[src/hw/mm_regs_pkg.sv]
package mm_regs_pkg;

  // Register address and data widths
  localparam int addr_w = 2;
  localparam int reg_data_w = 8;

  // Fractional shift field
  localparam int shift_w = 5;
  localparam logic [shift_w-1:0] shift_reset = 5'd8;

  // Register map
  localparam logic [addr_w-1:0] reg_shift = 2'd0;
  // Read only, sticky
  localparam logic [addr_w-1:0] reg_status = 2'd1;
  // Write only, any data clears the flags
  localparam logic [addr_w-1:0] reg_clear = 2'd2;

  // Status bit positions
  localparam int status_unaligned = 0;
  localparam int status_unexpected = 1;
  localparam int status_w = 2;

endpackage

[src/hw/mm_stream_pkg.sv]
package mm_stream_pkg;

  // Operand and result word
  localparam int data_w = 16;
  // Accumulator, room for long dot products
  localparam int acc_w = 40;
  // Source row index carried with each result
  localparam int row_idx_w = 2;
  // Up/down tdata width
  localparam int ud_w = row_idx_w + data_w;
  // Up/down tuser width
  localparam int user_w = 2;

  // Weight view, top bits unused
  typedef struct packed {
    logic [row_idx_w-1:0]     reserved;
    logic signed [data_w-1:0] weight;
  } weight_view_t;

  // Result view, tagged with the producing row
  typedef struct packed {
    logic [row_idx_w-1:0]     row;
    logic signed [data_w-1:0] value;
  } result_view_t;

  // One up/down word, decoded by tuser.is_result
  typedef union packed {
    weight_view_t w;
    result_view_t r;
  } ud_word_u;

  typedef struct packed {
    logic spare;
    logic is_result;
  } user_t;

endpackage
[src/hw/systolic_mm_top.sv]
module systolic_mm_top #(
  parameter int ROWS = 2,
  parameter int COLS = 2
) (
  input  logic                                    clk,
  input  logic                                    reset,
  // Operand A, one stream per row
  input  logic signed [mm_stream_pkg::data_w-1:0] left_data [ROWS],
  input  logic [ROWS-1:0]                         left_valid,
  output logic [ROWS-1:0]                         left_ready,
  input  logic [ROWS-1:0]                         left_last,
  // Operand B, one stream per column
  input  mm_stream_pkg::ud_word_u                 up_data [COLS],
  input  logic [COLS-1:0]                         up_valid,
  output logic [COLS-1:0]                         up_ready,
  input  logic [COLS-1:0]                         up_last,
  // Results, row 0 first
  output mm_stream_pkg::ud_word_u                 down_data [COLS],
  output logic [COLS-1:0]                         down_valid,
  input  logic [COLS-1:0]                         down_ready,
  output logic [COLS-1:0]                         down_last,
  output mm_stream_pkg::user_t                    down_user [COLS],
  // Configuration port
  input  logic                                    cfg_wr_en,
  input  logic [mm_regs_pkg::addr_w-1:0]          cfg_addr,
  input  logic [mm_regs_pkg::reg_data_w-1:0]      cfg_wdata,
  output logic [mm_regs_pkg::reg_data_w-1:0]      cfg_rdata
);

  // Horizontal links, column COLS is the dropped outflow
  logic signed [mm_stream_pkg::data_w-1:0] h_data [ROWS][COLS+1];
  logic [COLS:0]                           h_valid [ROWS];
  logic [COLS:0]                           h_ready [ROWS];
  logic [COLS:0]                           h_last [ROWS];
  // Vertical links, row ROWS is the column output
  mm_stream_pkg::ud_word_u                 v_data [ROWS+1][COLS];
  logic [COLS-1:0]                         v_valid [ROWS+1];
  logic [COLS-1:0]                         v_ready [ROWS+1];
  logic [COLS-1:0]                         v_last [ROWS+1];
  mm_stream_pkg::user_t                    v_user [ROWS+1][COLS];
  logic [mm_regs_pkg::shift_w-1:0]         result_shift;
  logic [ROWS*COLS-1:0]                    pe_err_unaligned;
  logic [ROWS*COLS-1:0]                    pe_err_unexpected;

  genvar r, c;

  generate
    for (r = 0; r < ROWS; r++) begin : g_left_edge
      assign h_data[r][0]     = left_data[r];
      assign h_valid[r][0]    = left_valid[r];
      assign h_last[r][0]     = left_last[r];
      assign left_ready[r]    = h_ready[r][0];
      // Right column never forwards, sink always ready
      assign h_ready[r][COLS] = 1'b1;
    end

    for (c = 0; c < COLS; c++) begin : g_col_edge
      assign v_data[0][c]     = up_data[c];
      assign v_valid[0][c]    = up_valid[c];
      assign v_last[0][c]     = up_last[c];
      // Edge words are always weights
      assign v_user[0][c]     = '0;
      assign up_ready[c]      = v_ready[0][c];
      assign down_data[c]     = v_data[ROWS][c];
      assign down_valid[c]    = v_valid[ROWS][c];
      assign down_last[c]     = v_last[ROWS][c];
      assign down_user[c]     = v_user[ROWS][c];
      assign v_ready[ROWS][c] = down_ready[c];
    end

    for (r = 0; r < ROWS; r++) begin : g_row
      for (c = 0; c < COLS; c++) begin : g_col
        mac_pe #(.ROWS(ROWS), .COLS(COLS), .ROW(r), .COL(c)) pe (
          .clk(clk), .reset(reset),
          .left_data(h_data[r][c]), .left_valid(h_valid[r][c]),
          .left_ready(h_ready[r][c]), .left_last(h_last[r][c]),
          .up_data(v_data[r][c]), .up_valid(v_valid[r][c]), .up_ready(v_ready[r][c]),
          .up_last(v_last[r][c]), .up_user(v_user[r][c]),
          .right_data(h_data[r][c+1]), .right_valid(h_valid[r][c+1]),
          .right_ready(h_ready[r][c+1]), .right_last(h_last[r][c+1]),
          .down_data(v_data[r+1][c]), .down_valid(v_valid[r+1][c]),
          .down_ready(v_ready[r+1][c]), .down_last(v_last[r+1][c]),
          .down_user(v_user[r+1][c]),
          .result_shift(result_shift),
          .err_unaligned(pe_err_unaligned[r*COLS+c]),
          .err_unexpected(pe_err_unexpected[r*COLS+c])
        );
      end
    end
  endgenerate

  array_cfg_regs regs (
    .clk(clk), .reset(reset),
    .wr_en(cfg_wr_en), .addr(cfg_addr), .wdata(cfg_wdata), .rdata(cfg_rdata),
    .result_shift(result_shift),
    .err_unaligned(|pe_err_unaligned),
    .err_unexpected(|pe_err_unexpected)
  );

endmodule

[src/hw/array_cfg_regs.sv]
module array_cfg_regs (
  input  logic                               clk,
  input  logic                               reset,
  input  logic                               wr_en,
  input  logic [mm_regs_pkg::addr_w-1:0]     addr,
  input  logic [mm_regs_pkg::reg_data_w-1:0] wdata,
  output logic [mm_regs_pkg::reg_data_w-1:0] rdata,
  output logic [mm_regs_pkg::shift_w-1:0]    result_shift,
  // OR of the pulses from all PEs
  input  logic                               err_unaligned,
  input  logic                               err_unexpected
);

  logic [mm_regs_pkg::status_w-1:0] status;
  logic [mm_regs_pkg::status_w-1:0] status_set;
  logic                             clear_hit;

  assign clear_hit = wr_en && (addr == mm_regs_pkg::reg_clear);

  always_comb begin
    status_set = '0;
    status_set[mm_regs_pkg::status_unaligned]  = err_unaligned;
    status_set[mm_regs_pkg::status_unexpected] = err_unexpected;
  end

  always_ff @(posedge clk) begin
    if (reset) begin
      result_shift <= mm_regs_pkg::shift_reset;
      status       <= '0;
    end else begin
      // New shift seen by the PEs from the next cycle
      if (wr_en && addr == mm_regs_pkg::reg_shift) begin
        result_shift <= wdata[mm_regs_pkg::shift_w-1:0];
      end
      // A pulse in the clear cycle still sets its flag
      status <= (clear_hit ? '0 : status) | status_set;
    end
  end

  // Combinational read port
  always_comb begin
    rdata = '0;
    case (addr)
      mm_regs_pkg::reg_shift:  rdata[mm_regs_pkg::shift_w-1:0] = result_shift;
      mm_regs_pkg::reg_status: rdata[mm_regs_pkg::status_w-1:0] = status;
      default: rdata = '0;
    endcase
  end

endmodule

[src/hw/mac_pe.sv]
module mac_pe #(
  parameter int ROWS = 2,
  parameter int COLS = 2,
  parameter int ROW  = 0,
  parameter int COL  = 0
) (
  input  logic                                    clk,
  input  logic                                    reset,
  // Activations from the left
  input  logic signed [mm_stream_pkg::data_w-1:0] left_data,
  input  logic                                    left_valid,
  output logic                                    left_ready,
  input  logic                                    left_last,
  // Weights, or results of the rows above
  input  mm_stream_pkg::ud_word_u                 up_data,
  input  logic                                    up_valid,
  output logic                                    up_ready,
  input  logic                                    up_last,
  input  mm_stream_pkg::user_t                    up_user,
  output logic signed [mm_stream_pkg::data_w-1:0] right_data,
  output logic                                    right_valid,
  input  logic                                    right_ready,
  output logic                                    right_last,
  output mm_stream_pkg::ud_word_u                 down_data,
  output logic                                    down_valid,
  input  logic                                    down_ready,
  output logic                                    down_last,
  output mm_stream_pkg::user_t                    down_user,
  input  logic [mm_regs_pkg::shift_w-1:0]         result_shift,
  output logic                                    err_unaligned,
  output logic                                    err_unexpected
);

  localparam int data_w = mm_stream_pkg::data_w;
  localparam int acc_w  = mm_stream_pkg::acc_w;
  localparam int rw     = mm_stream_pkg::row_idx_w;
  localparam bit fwd_right = (COL != COLS - 1);
  localparam bit fwd_down  = (ROW != ROWS - 1);
  localparam logic [rw-1:0] row_id = ROW[rw-1:0];

  // Buffered inputs
  logic signed [data_w-1:0] l_data;
  logic                     l_valid;
  logic                     l_last;
  mm_stream_pkg::ud_word_u  u_data;
  logic                     u_valid;
  logic                     u_ready;
  logic                     u_last;
  mm_stream_pkg::user_t     u_user;
  // Output buffer write side
  logic                     r_ready;
  mm_stream_pkg::ud_word_u  d_data;
  logic                     d_valid;
  logic                     d_ready;
  logic                     d_last;
  mm_stream_pkg::user_t     d_user;
  // Control
  logic                     fire;
  logic                     acc_clear;
  logic                     take_up_result;
  logic                     export_own;
  logic                     own_last;
  // Datapath
  logic signed [2*data_w-1:0] product;
  logic signed [acc_w-1:0]    acc;
  logic signed [acc_w-1:0]    acc_base;
  logic signed [acc_w-1:0]    acc_shifted;
  mm_stream_pkg::ud_word_u    own_word;
  mm_stream_pkg::user_t       own_user;

  axis_skid_buffer #(.WIDTH(data_w), .USER_W(1)) left_buf (
    .clk(clk), .reset(reset),
    .in_data(left_data), .in_valid(left_valid), .in_ready(left_ready),
    .in_last(left_last), .in_user(1'b0),
    .out_data(l_data), .out_valid(l_valid), .out_ready(fire),
    .out_last(l_last), .out_user()
  );

  axis_skid_buffer #(.WIDTH(mm_stream_pkg::ud_w), .USER_W(mm_stream_pkg::user_w)) up_buf (
    .clk(clk), .reset(reset),
    .in_data(up_data), .in_valid(up_valid), .in_ready(up_ready),
    .in_last(up_last), .in_user(up_user),
    .out_data(u_data), .out_valid(u_valid), .out_ready(u_ready),
    .out_last(u_last), .out_user(u_user)
  );

  pe_control #(.ROWS(ROWS), .ROW(ROW), .COL(COL), .COLS(COLS)) ctrl (
    .clk(clk), .reset(reset),
    .left_valid(l_valid), .left_last(l_last),
    .up_valid(u_valid), .up_last(u_last), .up_is_result(u_user.is_result),
    .right_ready(r_ready), .down_ready(d_ready),
    .fire(fire), .acc_clear(acc_clear), .take_up_result(take_up_result),
    .export_own(export_own), .own_last(own_last),
    .err_unaligned(err_unaligned), .err_unexpected(err_unexpected)
  );

  // Up word leaves on a pair, a passed result or a dropped one
  assign u_ready = fire || take_up_result || err_unexpected;

  // Signed MAC
  assign product     = $signed(l_data) * $signed(u_data.w.weight);
  assign acc_base    = acc_clear ? '0 : acc;
  assign acc_shifted = acc >>> result_shift;

  always_ff @(posedge clk) begin
    if (fire) begin
      acc <= acc_base + {{(acc_w - 2*data_w){product[2*data_w-1]}}, product};
    end
  end

  // Down mux: own result, passing result or forwarded weight
  always_comb begin
    own_word.r.row     = row_id;
    // Low bits kept, wraps on overflow
    own_word.r.value   = acc_shifted[data_w-1:0];
    own_user           = '0;
    own_user.is_result = 1'b1;
    d_data  = export_own ? own_word : u_data;
    d_user  = export_own ? own_user : u_user;
    d_last  = export_own ? own_last : u_last;
    d_valid = export_own || take_up_result || (fire && fwd_down);
  end

  axis_skid_buffer #(.WIDTH(data_w), .USER_W(1)) right_buf (
    .clk(clk), .reset(reset),
    .in_data(l_data), .in_valid(fire && fwd_right), .in_ready(r_ready),
    .in_last(l_last), .in_user(1'b0),
    .out_data(right_data), .out_valid(right_valid), .out_ready(right_ready),
    .out_last(right_last), .out_user()
  );

  axis_skid_buffer #(.WIDTH(mm_stream_pkg::ud_w), .USER_W(mm_stream_pkg::user_w)) down_buf (
    .clk(clk), .reset(reset),
    .in_data(d_data), .in_valid(d_valid), .in_ready(d_ready),
    .in_last(d_last), .in_user(d_user),
    .out_data(down_data), .out_valid(down_valid), .out_ready(down_ready),
    .out_last(down_last), .out_user(down_user)
  );

endmodule

[src/hw/pe_control.sv]
module pe_control #(
  parameter int ROWS = 2,
  parameter int ROW  = 0,
  parameter int COL  = 0,
  parameter int COLS = 2
) (
  input  logic clk,
  input  logic reset,
  input  logic left_valid,
  input  logic left_last,
  input  logic up_valid,
  input  logic up_last,
  input  logic up_is_result,
  input  logic right_ready,
  input  logic down_ready,
  output logic fire,
  output logic acc_clear,
  output logic take_up_result,
  output logic export_own,
  output logic own_last,
  output logic err_unaligned,
  output logic err_unexpected
);

  // Pass count holds at most ROWS-1
  localparam int cnt_w = (ROWS > 1) ? $clog2(ROWS) : 1;
  // Edge PEs drop what would leave the grid
  localparam bit is_right  = (COL == COLS - 1);
  localparam bit is_bottom = (ROW == ROWS - 1);

  localparam logic [1:0] st_idle  = 2'd0;
  localparam logic [1:0] st_accum = 2'd1;
  localparam logic [1:0] st_drain = 2'd2;

  logic [1:0]       state;
  logic [cnt_w-1:0] pass_cnt;
  logic             in_drain;
  logic             pair_valid;
  logic             targets_ready;
  logic             job_end;
  logic             passing;

  assign in_drain = (state == st_drain);

  // Pair fires when both words are operands and every target can take them
  assign pair_valid    = left_valid && up_valid && !up_is_result && !in_drain;
  assign targets_ready = (is_right || right_ready) && (is_bottom || down_ready);
  assign fire          = pair_valid && targets_ready;
  // First pair after an export restarts the sum
  assign acc_clear     = fire && (state == st_idle);
  // Either tlast ends the job
  assign job_end       = fire && (left_last || up_last);
  assign err_unaligned = fire && (left_last != up_last);

  // Results from above still owed to this column
  assign passing        = in_drain && (pass_cnt != '0);
  assign take_up_result = passing && up_valid && up_is_result && down_ready;
  // Stray result, dropped on the same cycle
  assign err_unexpected = up_valid && up_is_result && !passing;

  // Own result after the rows above have passed
  assign export_own = in_drain && (pass_cnt == '0);
  assign own_last   = export_own && is_bottom;

  always_ff @(posedge clk) begin
    if (reset) begin
      state    <= st_idle;
      pass_cnt <= '0;
    end else begin
      case (state)
        st_idle, st_accum: begin
          if (job_end) begin
            state    <= st_drain;
            pass_cnt <= ROW[cnt_w-1:0];
          end else if (fire) begin
            state <= st_accum;
          end
        end
        st_drain: begin
          if (take_up_result) begin
            pass_cnt <= pass_cnt - 1'b1;
          end
          // Leave once the own result is taken
          if (export_own && down_ready) begin
            state <= st_idle;
          end
        end
        default: state <= st_idle;
      endcase
    end
  end

endmodule

[src/hw/axis_skid_buffer.sv]
module axis_skid_buffer #(
  parameter int WIDTH  = 16,
  parameter int USER_W = 1
) (
  input  logic              clk,
  input  logic              reset,
  input  logic [WIDTH-1:0]  in_data,
  input  logic              in_valid,
  output logic              in_ready,
  input  logic              in_last,
  input  logic [USER_W-1:0] in_user,
  output logic [WIDTH-1:0]  out_data,
  output logic              out_valid,
  input  logic              out_ready,
  output logic              out_last,
  output logic [USER_W-1:0] out_user
);

  // Stored word is last, user, data
  localparam int word_w = WIDTH + USER_W + 1;

  logic [word_w-1:0] in_word;
  logic [word_w-1:0] main_word;
  logic [word_w-1:0] skid_word;
  logic              skid_valid;
  logic              skid_next;
  logic              in_fire;
  logic              main_free;

  assign in_word   = {in_last, in_user, in_data};
  assign in_fire   = in_valid && in_ready;
  // Main entry empty or draining this cycle
  assign main_free = out_ready || !out_valid;

  // Skid catches the word accepted while the output stalls
  assign skid_next = main_free ? 1'b0 : (skid_valid || in_fire);

  always_ff @(posedge clk) begin
    if (reset) begin
      out_valid  <= 1'b0;
      skid_valid <= 1'b0;
      in_ready   <= 1'b0;
    end else begin
      if (main_free) begin
        out_valid <= skid_valid || in_fire;
      end
      skid_valid <= skid_next;
      // Ready only depends on a register
      in_ready   <= !skid_next;
    end
  end

  // Payload path
  always_ff @(posedge clk) begin
    if (main_free) begin
      main_word <= skid_valid ? skid_word : in_word;
    end
    if (!skid_valid) begin
      skid_word <= in_word;
    end
  end

  assign {out_last, out_user, out_data} = main_word;

endmodule

[config.mk]
export PLATFORM = sky130hd
export DESIGN_NAME = systolic_mm_top
export DESIGN_NICKNAME = d
export VERILOG_FILES = /design/src/hw/mm_regs_pkg.sv /design/src/hw/mm_stream_pkg.sv /design/src/hw/systolic_mm_top.sv /design/src/hw/array_cfg_regs.sv /design/src/hw/mac_pe.sv /design/src/hw/pe_control.sv /design/src/hw/axis_skid_buffer.sv
export SDC_FILE = /design/constraint.sdc
export NUM_CORES = 2
export LEC_CHECK = 0
export ABC_AREA = 1
export ABC_CLOCK_PERIOD_IN_PS = 21300
export BUFFER_PORTS_ARGS = -buffer_cell sky130_fd_sc_hd__buf_2
export CELL_PAD_IN_SITES_DETAIL_PLACEMENT = 1
export CELL_PAD_IN_SITES_GLOBAL_PLACEMENT = 1
export CORE_MARGIN = 3
export CORE_UTILIZATION = 54
export CTS_BUF_LIST = sky130_fd_sc_hd__clkbuf_4
export DETAILED_ROUTE_END_ITERATION = 16
export PLACE_DENSITY = 0.95
export SLEW_MARGIN = 25
export SYNTH_ARGS = -nofsm -noshare
export SYNTH_HDL_FRONTEND = slang
export SYNTH_SLANG_ARGS = --single-unit
export TNS_END_PERCENT = 10
[constraint.sdc]
create_clock -name clk -period 21.3 [get_ports clk]
set_clock_uncertainty 0.15 [all_clocks]
set_input_delay 4.26 -clock clk [delete_from_list [all_inputs] [get_ports clk]]
set_output_delay 4.26 -clock clk [all_outputs]
set_load 0.01 [all_outputs]
==> impl_metrics.toml <==
[status]
outcome = "finished, final reports clean"

[logic_synthesis]
syn_inst = 10275
syn_area_per_cell_um2 = 7.90
syn_area_um2 = 81100
synth_top_area_share_pct = 26.0
synth.area.top_cells = "fa_1 (26%), edfxtp_1 (16%), nand2_1 (13%)"
synth-main-ff-cell = "edfxtp_1"
ys_seq_area_share_pct = 24.1
synth_cell_types = 59
yosys.area.top_type = "fa_1"
synthArstFlopShare_pct = 0
synth_warnings = 0
synth_edf_count = 430
ys_seq_elements = 761

[hold_path]
hold_path.class = "flip-flop to flip-flop"

[floorplanning]
die-area_um2 = 155000
core_area_um2 = 149000
start_util_pct = 54.6
die_w_um = 394
die_h_um = 394
rows = 141
io_pins = 147

[grt]
antenna_found_initial = 18
grt_pass1_vias = 83354
grt_overflow = 0
grt_pass1_wl_mm = 467
gr-usage-all-layers_pct = 38.5
grt_max_degree = 197

[route]
wl_met2_mm = 145
wl_met3_mm = 26.8
wl_mm = 303
drcViolationCount = 0
via_per_inst = 5.94
avgRoutedWirePerCell_um = 24.3
num_vias = 73817
ant_nets = 0
top_layer_used = "met5"
initialDrtViolationCount = 7092
wl_met1_mm = 106
dr.pass1.iters = 8

[setup_path]
slowest_stage = "edfxtp_1"
required_ps = 22170
start_kind = "flip-flop"
timing.critical_path.mode_cell = "inv_1"
slowest_delay_ps = 1140
worst_ep_arrival_time_ps = 10340
cp_max_fo = 17
worstSetupEndpointType = "flip-flop"
crit_type = "flip-flop to flip-flop"

[sta]
slew_viol_final = 0
setup_tns_ps = 0
hold-worst-slack_ps = 303
fin_ws_ps = 11830
grt_setup_unrepaired = "false"
slew_headroom_pct = 18.2
max_freq_mhz = 106
tightest_slew_ps = 1230
finalCritPeriodShare_pct = 44.5
finalHoldViolations = 0
finalSetupViolCount = 0
fin_crit_ps = 9470

[cells_and_area]
syn2layout_area_growth_pct = 6.28
final_common_cell = "nand2_1"
layout-drive-gt1-share_pct = 6.13
final_cells = 12432
layout_common_cells = "nand2_1 (2,870), inv_1 (2,154), fa_1 (1,052)"
fillers = 18357
nets = 11860

[clock_network]
clk_latency_ps = 1350
clk_pin_slew_ps = 80
htreeDepth = 4
cts.sinks = 761
cts_tree = "built"
cts_root_buffer = "clkbuf_4"
cts_resized = 0
cts_setup_buffers = 0
holdBufCountCts = 0
cts_made_buffers = 205
clk_path_buf_depth = 3

[place]
place_hpwl_mm = 218
port_buffers = 140
dp_cells = 12020
place_ws_ps = 11930
place.gp.congestion = 0.937

[flow_run]
max_cap_violations = 0
-- worst max-delay path: cells and delay by family, from the launching register on --
family | cells | cell delay, ps
adders and majority gates | 8 | 3980
and+or+nand+nor | 13 | 1820
AOI/OAI and AO/OA | 3 | 1160
DFF | 1 | 1140
buffers and inverters | 7 | 510
xor gates and xnor gates | 1 | 420
-- cell families (layout without fill, tap and decap cells) --
kind of cell    Yosys count  count (layout)  share of synthesized area (%)
compound gates         1227            1227                           8.30
fa+ha+maj              1533            1533                           33.4
buf+inv                2655            2795                           12.4
other cells               1              16                        0.00462
flops                   761             761                           24.1
simple gates           3776            3776                           18.3
mux                      57              57                          0.703
xor+xnor                265             265                           2.86
-- synthesized netlist by cell type, drive strengths merged (15+ instances only) --
master	number
edfxtp	430
o22ai	33
nand3b	15
a21o	32
o211ai	36
inv	2173
nor3	27
fa	1052
mux2i	57
xor2	158
o21ai	508
buf	65
nor2	514
nand3	258
or2	25
nand4	37
clkbuf	404
xnor2	107
o21a	21
a21oi	465
a31oi	50
a21boi	15
ha	481
nand2	2884
dfxtp	331
-- stage by stage --
step                      utilization [%]  instance area [um2]
final                                58.1                86200
after floorplan                         -                81200
after detailed placement             56.0                83100
after global placement               55.9                83100
after global routing                 58.0                86200
after CTS                            57.9                86100
-- state kept, by name, summed over array words and instances, names as in the netlist, 4 cells and up --
register / cells
g_row.g_col.pe.acc: 160
g_row.g_col.pe.down_buf.main_word: 84
g_row.g_col.pe.down_buf.skid_word: 84
g_row.g_col.pe.up_buf.main_word: 84
g_row.g_col.pe.up_buf.skid_word: 84
g_row.g_col.pe.left_buf.main_word: 68
g_row.g_col.pe.left_buf.skid_word: 68
g_row.g_col.pe.right_buf.main_word: 34
g_row.g_col.pe.right_buf.skid_word: 34
g_row.g_col.pe.ctrl.state: 8
regs.result_shift: 5
g_row.g_col.pe.ctrl.pass_cnt: 4
g_row.g_col.pe.down_buf.in_ready: 4
g_row.g_col.pe.down_buf.out_valid: 4
g_row.g_col.pe.down_buf.skid_valid: 4
g_row.g_col.pe.left_buf.in_ready: 4
g_row.g_col.pe.left_buf.out_valid: 4
g_row.g_col.pe.left_buf.skid_valid: 4
g_row.g_col.pe.up_buf.in_ready: 4
g_row.g_col.pe.up_buf.out_valid: 4
g_row.g_col.pe.up_buf.skid_valid: 4
-- layout make-up --
type                            count  area [um2]  area share, %
Antenna cell                       13        32.5         0.0377
Clock buffer                      316        2370           2.75
Clock inverter                     72         563          0.653
Inverter                         2186        8210           9.52
Multi-Input combinational cell   6861       51600           59.8
Sequential cell                   761       19600           22.7
Tap cell                         2002        2500           2.90
Timing Repair Buffer              221        1410           1.64
-- layer usage --
layer	up-vias	GRT usage (%)
met3	1688	9.22
met5	-	0
met4	14	26.6
met2	4259	65.1
li1	31298	-
met1	36558	42.9
-- path summary, 6_finish.rpt --
check / startpoint / end / slack [ps] / depth (start not counted)
max: g_row[1].g_col[0].pe.up_buf.main_word[8] / g_row[1].g_col[0].pe.acc[38] / 11830 / 32
min reg2reg: g_row[0].g_col[1].pe.up_buf.skid_word[7] / g_row[0].g_col[1].pe.up_buf.skid_word[7] / 300 / 2
max reg2reg: g_row[1].g_col[0].pe.up_buf.main_word[8] / g_row[1].g_col[0].pe.acc[38] / 11830 / 32
min: g_row[0].g_col[1].pe.up_buf.skid_word[7] / g_row[0].g_col[1].pe.up_buf.skid_word[7] / 300 / 2
Power is left out: the tool's default activity adds up to more than one toggle a clock period on the data nets, which glitch-free logic cannot reach.
